`src/hw/decoder_pkg.sv`:
```
package decoder_pkg;

        ////////////////////////////////////////////////////////////
        // stream geometry
        ////////////////////////////////////////////////////////////
        localparam int SAMPLE_W         = 8;
        localparam int SAMPLES_PER_SLOT = 80;
        localparam int HALF_SLOT        = SAMPLES_PER_SLOT / 2;
        localparam int PRE_SLOTS        = 7;
        localparam int FRAME_SLOTS      = 119;
        localparam int DATA_SLOTS       = FRAME_SLOTS - PRE_SLOTS;
        localparam int CNT_W            = 7;

        // symbols and output word
        localparam int SYMBOL_W = 2;
        localparam int FRAME_W  = DATA_SLOTS * SYMBOL_W;
        localparam logic [SYMBOL_W-1:0] SYM_HIGH = 2'b10;
        localparam logic [SYMBOL_W-1:0] SYM_LOW  = 2'b01;

        // detection levels
        localparam int EDGE_DELTA = 50;
        localparam int THRESHOLD  = 50;
        localparam int ACC_W      = 16;

        ////////////////////////////////////////////////////////////
        // preamble check points
        ////////////////////////////////////////////////////////////
        localparam int PRE_CHECK_SLOT_0   = 1;
        localparam int PRE_CHECK_SLOT_1   = 3;
        localparam int PRE_CHECK_SLOT_2   = 4;
        localparam int PRE_CHECK_SAMPLE_0 = 0;
        localparam int PRE_CHECK_SAMPLE_1 = 40;
        localparam int PRE_CHECK_SAMPLE_2 = 40;
        localparam int PRE_TOL            = 1;

        // frame fsm encoding
        localparam int STATE_W = 2;
        localparam logic [STATE_W-1:0] ST_IDLE   = 2'b00;
        localparam logic [STATE_W-1:0] ST_PRE    = 2'b01;
        localparam logic [STATE_W-1:0] ST_DECODE = 2'b11;
        localparam logic [STATE_W-1:0] ST_DONE   = 2'b10;

        // split-slot template, positive half first
        function automatic logic template_pos(input logic [CNT_W-1:0] idx);
                return idx < CNT_W'(HALF_SLOT);
        endfunction

endpackage

```
`src/hw/slot_if.sv`:
```
`timescale 1ns/1ps

interface slot_if;

        // sample aligned with the slot counters
        logic [decoder_pkg::SAMPLE_W-1:0] sample;
        logic [decoder_pkg::CNT_W-1:0]    sample_idx;

        // data slot timing
        logic                             data_slot;
        logic                             slot_end;
        logic                             frame_start;

        modport ctrl (
                output sample,
                output sample_idx,
                output data_slot,
                output slot_end,
                output frame_start
        );

        modport data (
                input  sample,
                input  sample_idx,
                input  data_slot,
                input  slot_end,
                input  frame_start
        );

endinterface

```
`src/hw/edge_detect.sv`:
```
`timescale 1ns/1ps

module edge_detect (
        input  logic                             clk,
        input  logic                             rst_n,
        input  logic [decoder_pkg::SAMPLE_W-1:0] data_in,
        output logic [decoder_pkg::SAMPLE_W-1:0] sample,
        output logic                             rise
);

        // one extra bit so the difference keeps its sign
        logic signed [decoder_pkg::SAMPLE_W:0] diff;

        ////////////////////////////////////////////////////////////
        // jump between the incoming and the held sample
        ////////////////////////////////////////////////////////////
        assign diff = $signed({1'b0, data_in}) - $signed({1'b0, sample});

        // sample and flag leave together, one cycle after the input
        always_ff @(posedge clk or negedge rst_n) begin
                if (!rst_n) begin
                        sample <= '0;
                        rise   <= 1'b0;
                end else begin
                        sample <= data_in;
                        rise   <= diff > decoder_pkg::EDGE_DELTA;
                end
        end

endmodule

```
`src/hw/frame_ctrl.sv`:
```
`timescale 1ns/1ps

module frame_ctrl (
        input  logic                             clk,
        input  logic                             rst_n,
        input  logic                             en,
        input  logic [decoder_pkg::SAMPLE_W-1:0] sample,
        input  logic                             rise,
        slot_if.ctrl                             slot
);

        localparam int CNT_W   = decoder_pkg::CNT_W;
        localparam int SPS     = decoder_pkg::SAMPLES_PER_SLOT;
        localparam int POS_W   = $clog2(decoder_pkg::FRAME_SLOTS * SPS);
        localparam int N_CHECK = 3;

        // check points as sample offsets from the frame start
        localparam int CHECK_POS [N_CHECK] = '{
                decoder_pkg::PRE_CHECK_SLOT_0 * SPS + decoder_pkg::PRE_CHECK_SAMPLE_0,
                decoder_pkg::PRE_CHECK_SLOT_1 * SPS + decoder_pkg::PRE_CHECK_SAMPLE_1,
                decoder_pkg::PRE_CHECK_SLOT_2 * SPS + decoder_pkg::PRE_CHECK_SAMPLE_2
        };

        logic [decoder_pkg::STATE_W-1:0] state;
        logic [decoder_pkg::STATE_W-1:0] state_nxt;
        logic [CNT_W-1:0]                sample_cnt;
        logic [CNT_W-1:0]                slot_cnt;
        logic [POS_W-1:0]                pos;
        logic [N_CHECK-1:0]              seen;
        logic [N_CHECK-1:0]              hit;
        logic                            miss;
        logic                            start;
        logic                            slot_last;

        assign start     = (state == decoder_pkg::ST_IDLE) && en && rise;
        assign slot_last = (sample_cnt == CNT_W'(SPS - 1));
        assign pos       = POS_W'(slot_cnt) * POS_W'(SPS) + POS_W'(sample_cnt);

        ////////////////////////////////////////////////////////////
        // preamble windows
        ////////////////////////////////////////////////////////////
        always_comb begin
                hit  = '0;
                miss = 1'b0;
                for (int k = 0; k < N_CHECK; k++) begin
                        if (pos >= POS_W'(CHECK_POS[k] - decoder_pkg::PRE_TOL) &&
                            pos <= POS_W'(CHECK_POS[k] + decoder_pkg::PRE_TOL)) begin
                                hit[k] = rise;
                        end
                        // last cycle of the window and still nothing
                        if (pos == POS_W'(CHECK_POS[k] + decoder_pkg::PRE_TOL) &&
                            !(seen[k] || hit[k])) begin
                                miss = 1'b1;
                        end
                end
        end

        ////////////////////////////////////////////////////////////
        // state machine
        ////////////////////////////////////////////////////////////
        always_comb begin
                state_nxt = state;
                case (state)
                        decoder_pkg::ST_IDLE: begin
                                if (start) begin
                                        state_nxt = decoder_pkg::ST_PRE;
                                end
                        end
                        decoder_pkg::ST_PRE: begin
                                if (miss) begin
                                        state_nxt = decoder_pkg::ST_IDLE;
                                end else if (slot_last &&
                                             slot_cnt == CNT_W'(decoder_pkg::PRE_SLOTS - 1)) begin
                                        state_nxt = decoder_pkg::ST_DECODE;
                                end
                        end
                        decoder_pkg::ST_DECODE: begin
                                if (slot_last &&
                                    slot_cnt == CNT_W'(decoder_pkg::FRAME_SLOTS - 1)) begin
                                        state_nxt = decoder_pkg::ST_DONE;
                                end
                        end
                        default: begin
                                state_nxt = decoder_pkg::ST_IDLE;
                        end
                endcase
        end

        always_ff @(posedge clk or negedge rst_n) begin
                if (!rst_n) begin
                        state <= decoder_pkg::ST_IDLE;
                end else begin
                        state <= state_nxt;
                end
        end

        // counters run only inside a frame
        always_ff @(posedge clk or negedge rst_n) begin
                if (!rst_n) begin
                        sample_cnt <= '0;
                        slot_cnt   <= '0;
                        seen       <= '0;
                end else if (state == decoder_pkg::ST_PRE || state == decoder_pkg::ST_DECODE) begin
                        seen <= seen | hit;
                        if (slot_last) begin
                                sample_cnt <= '0;
                                slot_cnt   <= slot_cnt + CNT_W'(1);
                        end else begin
                                sample_cnt <= sample_cnt + CNT_W'(1);
                        end
                end else begin
                        // rising sample itself is slot 0 sample 0
                        sample_cnt <= start ? CNT_W'(1) : '0;
                        slot_cnt   <= '0;
                        seen       <= '0;
                end
        end

        ////////////////////////////////////////////////////////////
        // slot timing to the data path
        ////////////////////////////////////////////////////////////
        assign slot.sample      = sample;
        assign slot.sample_idx  = sample_cnt;
        assign slot.data_slot   = (state == decoder_pkg::ST_DECODE);
        assign slot.slot_end    = slot.data_slot && slot_last;
        assign slot.frame_start = slot.data_slot && (sample_cnt == '0) &&
                                  (slot_cnt == CNT_W'(decoder_pkg::PRE_SLOTS));

endmodule

```
`src/hw/slot_correlator.sv`:
```
`timescale 1ns/1ps

module slot_correlator (
        input  logic                             clk,
        input  logic                             rst_n,
        slot_if.data                             slot,
        output logic [decoder_pkg::SYMBOL_W-1:0] symbol,
        output logic                             symbol_stb
);

        localparam int ACC_W = decoder_pkg::ACC_W;

        logic signed [ACC_W-1:0] acc;
        logic signed [ACC_W-1:0] acc_base;
        logic signed [ACC_W-1:0] acc_nxt;
        logic signed [ACC_W-1:0] term;

        ////////////////////////////////////////////////////////////
        // template correlation
        ////////////////////////////////////////////////////////////
        assign term = $signed(ACC_W'(slot.sample));

        // restart at sample 0 of each slot
        assign acc_base = (slot.sample_idx == '0) ? '0 : acc;

        assign acc_nxt = decoder_pkg::template_pos(slot.sample_idx) ? acc_base + term
                                                                    : acc_base - term;

        always_ff @(posedge clk) begin
                if (slot.data_slot) begin
                        acc <= acc_nxt;
                end
        end

        ////////////////////////////////////////////////////////////
        // decision on the full slot sum
        ////////////////////////////////////////////////////////////
        always_ff @(posedge clk) begin
                if (slot.slot_end) begin
                        symbol <= (acc_nxt > decoder_pkg::THRESHOLD) ? decoder_pkg::SYM_HIGH
                                                                      : decoder_pkg::SYM_LOW;
                end
        end

        always_ff @(posedge clk or negedge rst_n) begin
                if (!rst_n) begin
                        symbol_stb <= 1'b0;
                end else begin
                        symbol_stb <= slot.slot_end;
                end
        end

endmodule

```
`src/hw/frame_assembler.sv`:
```
`timescale 1ns/1ps

module frame_assembler (
        input  logic                             clk,
        input  logic                             rst_n,
        slot_if.data                             slot,
        input  logic [decoder_pkg::SYMBOL_W-1:0] symbol,
        input  logic                             symbol_stb,
        output logic [decoder_pkg::FRAME_W-1:0]  data_out,
        output logic                             valid_out
);

        localparam int CNT_W = decoder_pkg::CNT_W;

        logic [CNT_W-1:0]                   sym_idx;
        logic [decoder_pkg::FRAME_W-1:0]    word;
        logic [decoder_pkg::FRAME_W-1:0]    word_nxt;
        logic                               last_sym;

        assign last_sym = (sym_idx == CNT_W'(decoder_pkg::DATA_SLOTS - 1));

        // symbol k lands in bits 2k+1..2k
        always_comb begin
                word_nxt = word;
                word_nxt[sym_idx * decoder_pkg::SYMBOL_W +: decoder_pkg::SYMBOL_W] = symbol;
        end

        always_ff @(posedge clk) begin
                if (symbol_stb) begin
                        word <= word_nxt;
                end
        end

        ////////////////////////////////////////////////////////////
        // symbol index and frame output
        ////////////////////////////////////////////////////////////
        always_ff @(posedge clk or negedge rst_n) begin
                if (!rst_n) begin
                        sym_idx   <= '0;
                        data_out  <= '0;
                        valid_out <= 1'b0;
                end else begin
                        valid_out <= symbol_stb && last_sym;
                        if (slot.frame_start) begin
                                sym_idx <= '0;
                        end else if (symbol_stb) begin
                                sym_idx <= sym_idx + CNT_W'(1);
                        end
                        if (symbol_stb && last_sym) begin
                                data_out <= word_nxt;
                        end
                end
        end

endmodule

```
`src/hw/decoder_core.sv`:
```
`timescale 1ns/1ps

module decoder_core (
        input  logic                             clk,
        input  logic                             rst_n,
        input  logic                             en,
        input  logic [decoder_pkg::SAMPLE_W-1:0] data_in,
        output logic [decoder_pkg::FRAME_W-1:0]  data_out,
        output logic                             valid_out
);

        logic [decoder_pkg::SAMPLE_W-1:0] sample;
        logic                             rise;
        logic [decoder_pkg::SYMBOL_W-1:0] symbol;
        logic                             symbol_stb;

        slot_if slot_bus ();

        ////////////////////////////////////////////////////////////
        // edge detection and frame control
        ////////////////////////////////////////////////////////////
        edge_detect u_edge_detect (
                .clk     (clk),
                .rst_n   (rst_n),
                .data_in (data_in),
                .sample  (sample),
                .rise    (rise)
        );

        frame_ctrl u_frame_ctrl (
                .clk    (clk),
                .rst_n  (rst_n),
                .en     (en),
                .sample (sample),
                .rise   (rise),
                .slot   (slot_bus.ctrl)
        );

        ////////////////////////////////////////////////////////////
        // data path
        ////////////////////////////////////////////////////////////
        slot_correlator u_slot_correlator (
                .clk        (clk),
                .rst_n      (rst_n),
                .slot       (slot_bus.data),
                .symbol     (symbol),
                .symbol_stb (symbol_stb)
        );

        frame_assembler u_frame_assembler (
                .clk        (clk),
                .rst_n      (rst_n),
                .slot       (slot_bus.data),
                .symbol     (symbol),
                .symbol_stb (symbol_stb),
                .data_out   (data_out),
                .valid_out  (valid_out)
        );

endmodule

```
`config.mk`:
```
export PLATFORM = sky130hd
export DESIGN_NAME = decoder_core
export DESIGN_NICKNAME = d
export VERILOG_FILES = /design/src/hw/decoder_pkg.sv /design/src/hw/slot_if.sv /design/src/hw/edge_detect.sv /design/src/hw/frame_ctrl.sv /design/src/hw/slot_correlator.sv /design/src/hw/frame_assembler.sv /design/src/hw/decoder_core.sv
export SDC_FILE = /design/constraint.sdc
export NUM_CORES = 1
export LEC_CHECK = 0
export BUFFER_PORTS_ARGS = -buffer_cell sky130_fd_sc_hd__buf_2
export CAP_MARGIN = 40
export CORE_UTILIZATION = 55
export DETAILED_ROUTE_END_ITERATION = 10
export PLACE_DENSITY_LB_ADDON = 0.05
export REMOVE_ABC_BUFFERS = 1
export SKIP_CTS_REPAIR_TIMING = 1
export SLEW_MARGIN = 20
export SYNTH_ARGS = -nofsm -noshare
export SYNTH_HDL_FRONTEND = slang
export SYNTH_SLANG_ARGS = --single-unit
```
`constraint.sdc`:
```
create_clock -name clk -period 9.1 [get_ports clk]
set_input_delay 1.82 -clock clk [delete_from_list [all_inputs] [get_ports clk]]
set_output_delay 1.82 -clock clk [all_outputs]
set_load 0.05 [all_outputs]
```
==> metrics.md <==
| Metric | Value |
|---|---|
| RR Endpoint | `u_slot_correlator.symbol[1]` |
| Worst skew pair latency | `about 0.60 ns` |
| Setup CP Type | `reg -> reg` |
| Worst rel slew slack | `31.4%` |
| Slew of the pin with the lowest slew margin | `about 1.0 ns` |
| Setup crit end kind | `register` |
| CTS tree | `yes` |
| Unrepaired setup endpoints after global routing | `false` |
| Num ports | `236` |
| Pwr per Cell Area | `173 mW/mm²` |
| Leakage | `around 10 nW` |
| Port Buf Inserts | `235` |
| CP most frequent cell | `or4_4` |
| Vias per cell | `around 5.6` |
| Max_cap viols | `0` |
| Setup violators final | `0` |
| Core ar. | `0.0402 mm²` |
| Cell taking the most area after synthesis | `edfxtp_1` |
| Die area | `0.0420 mm²` |
| Max-slew violations | `0` |
| Proportion of layout cells with a drive suffix above 1 | `35.9%` |
| Placed instance area | `about 0.024 mm²` |
| Critical path arrival | `approximately 4.9 ns` |
| Area of the mapped netlist | `0.0226 mm²` |
| Root Buffer | `clkbuf_16` |
| First-pass GRT wire length | `82.7 mm` |
| Fraction of registers with async set/reset | `51.9%` |
| HP Start | `u_frame_assembler.data_out[127]` |
| Nets | `about 2000` |
| Startpoint types | `register` |
| Total power | `4.51 mW` |
| Required @ worst endpoint | `approximately 9.5 ns` |
| Iteration count of the initial detailed-routing pass | `5` |
| Worst reg-to-reg setup slack | `roughly 4.6 ns` |
| DPL Wire Length | `36.0 mm` |
| H-tree level count | `2` |
| ANT nets after route | `0` |
| Crit share post-route | `around 50%` |
| Post-synthesis sequential area ratio | `60.9%` |
| Initial antenna violation count | `0` |
| Multi-input logic area | `0.00847 mm²` |
| Skew final | `0.0260 ns` |
| #FFs+latches synth | `503` |
| Final Cell Area | `0.0261 mm²` |
| Critical path's slowest cell | `a21oi_1` |
| R2R depth | `12` |
| FMAX | `222 MHz` |
| Min cycle time layout | `4.51 ns` |
| Total wire length | `about 54 mm` |
| Clk slew on worst S/H paths | `0.06 ns` |
| Flip-flop and latch area | `0.0138 mm²` |
| R2r startpoint | `u_frame_ctrl.slot.sample_idx[3]` |
| Starting DRT DRC Count | `between 900 and 1000` |
| Gpl congestion | `0.834` |
| DRC viols | `0` |
| Wire per inst | `21.1 µm` |
| Hold worst-path end | `u_frame_assembler.data_out[127]` |
| Row cnt | `between 70 and 80` |
| Synth Flop Type | `dfrtp_1` |
| GRT overflow | `0` |
| Initial core utilization | `56.4%` |
| Area growth from synthesis to layout | `15.2%` |
| Die width | `a little over 200 µm` |
| Top cell type's share of synthesized area | `approximately a third` |
| Hold_ws | `around 0.47 ns` |
| Yosys warns | `0` |
| Final Core Density | `between 60% and 70%` |
| Clock sinks | `503` |
| Peak VDD IR | `0.140 mV` |
| Die Ht | `205 µm` |
| Post-synth EDFFs | `242` |
| Unique masters post-synth | `66` |
| CP max stage delay | `between 0.6 and 0.7 ns` |
| Worst path cell trace | `or2_2 > a21oi_1 > mux2i_1 > fa_1 > a211oi_2 > o21ai_1 > a41o_1 > or4_4 > nand2_2 > xnor2_1 > or4_4 > o31a_1` |
| Hold path depth | `2` |
| Synth Instances | `1737` |
| Overall Global Routing Usage | `approximately a quarter` |
| Worst hold path type | `reg -> reg` |
| TritonCTS Buffers | `approximately 50` |
| Vias after detailed routing | `14311` |
| Vias in the first global route | `14501` |
| Area contributors post-synth | `edfxtp_1 32%, dfrtp_1 29%, mux2_2 19%` |
| Synthesized area per cell | `13.0 µm²` |
| Status | `finished, final reports clean` |
| Clock buffer depth | `3` |
| Fillers | `3127` |
| Crit-path max FO | `11` |
| Fin. Hold Viols | `0` |
| Largest net degree at the start of global routing | `179` |
[synth_stat cells, types with 2 or more instances]
cell and count:
mux2_2 375, dfrtp_1 261, edfxtp_1 242, nor2_1 209, nand2_1 205, clkbuf_1 47, ha_1 47, and2_1 31
xnor2_1 30, nor3_1 27, inv_1 26, nand3_1 24, a21oi_1 21, o21ai_0 19, buf_2 18, xor2_1 16
o21ai_1 12, and3_1 11, nor2b_1 11, a21o_1 8, nand2b_1 8, nand4_1 8, nor4_1 6, a211oi_1 4
a31oi_1 4, fa_1 4, nor2_2 4, o21a_1 4, o31ai_1 4, mux2i_1 3, nor3b_1 3, or4_1 3
a21boi_0 2, and4b_1 2, buf_1 2, nand3b_1 2, nor3_4 2, o211ai_1 2, or2_2 2, or4_4 2
[worst max-delay path, delay by kind of cell (launching register included)]
family,cells,cell delay (ns)
AOI/OAI and AO/OA,5,1.56
and+or+nand+nor,4,1.41
adders and majority gates,1,0.48
xor gates and xnor gates,1,0.08
muxes,1,0.24
DFF,1,0.48
[layer usage]
layer | global-route usage (%) | up-vias | part of all wire [%]
met4 | 8.33 | 2 | 2.5
met5 | 1.19 | - | 0.12
met2 | 40.8 | 373 | 47
li1 | - | 6653 | -
met1 | 35.6 | 7206 | 44
met3 | 5.71 | 77 | 6.3
[placed cells by master, fill, tap and decap left out, types with 27 or more instances in the layout]
master     instances
nand2_1          205
nor3_1            27
dfrtp_1          260
xnor2_1           30
nor2_1           209
clkbuf_16         51
and2_1            31
buf_2            234
ha_1              47
edfxtp_1         242
mux2_2           375
[report_power, final]
part / internal, mW / switching [mW] / total, mW
clock network: 1.17 / 0.892 / 2.07
logic: 0.0217 / 0.0460 / 0.0676
registers: 2.37 / 0.00321 / 2.37
[area by class of cell]
cell class,count,share of cell area [%]
sequential,503,52.9
multi-input combinational,1140,32.5
clock buffer,76,5.60
timing repair buffer,255,5.37
tap,525,2.52
clock inverter,20,0.724
inverter,27,0.417
antenna,1,0.00959
[how the worst max path moves through the flow]
stage | start | to | cells after the start
floorplan | u_slot_correlator.symbol_stb | u_frame_assembler.data_out[102] | 4
global placement | u_frame_ctrl.slot.sample_idx[3] | u_slot_correlator.symbol[1] | 12
finish | u_frame_ctrl.slot.sample_idx[3] | u_slot_correlator.symbol[1] | 12
CTS | u_frame_ctrl.slot.sample_idx[3] | u_slot_correlator.symbol[1] | 12
global route | u_frame_ctrl.slot.sample_idx[3] | u_slot_correlator.symbol[1] | 14
detailed placement | u_frame_ctrl.slot.sample_idx[3] | u_slot_correlator.symbol[1] | 12
[flip-flops by register name (all words and copies together), names as in the netlist]
signal / cells
u_frame_assembler.data_out: 224
u_frame_assembler.word: 224
u_slot_correlator.acc: 16
u_edge_detect.sample: 8
u_frame_assembler.sym_idx: 7
u_frame_ctrl.slot.sample_idx: 7
u_frame_ctrl.slot_cnt: 7
u_frame_ctrl.seen: 3
u_frame_ctrl.state: 2
u_slot_correlator.symbol: 2
u_edge_detect.rise: 1
u_frame_assembler.valid_out: 1
u_slot_correlator.symbol_stb: 1
[through the flow]
step | cells | TNS, ns | setup slack (ns)
after floorplan | 1670 | -161.03 | -0.806
after global placement | 2437 | 0 | 4.71
after detailed placement | 2448 | 0 | 4.59
after CTS | 2544 | 0 | 4.58
after global routing | 2546 | 0 | 4.35
final | 2547 | 0 | 4.59
[cells by family (layout without fill, tap and decap cells)]
family	Yosys count	in the layout	synth area share (%)
DFF	503	503	60.9
muxes	378	378	18.8
xor gates and xnor gates	46	46	1.78
AOI/OAI and AO/OA	98	98	2.80
other	0	1	0
buffers and inverters	94	378	1.66
adders and majority gates	51	51	2.95
and+or+nand+nor	567	567	11.1
No activity file was read; power rests on OpenSTA's default activity.
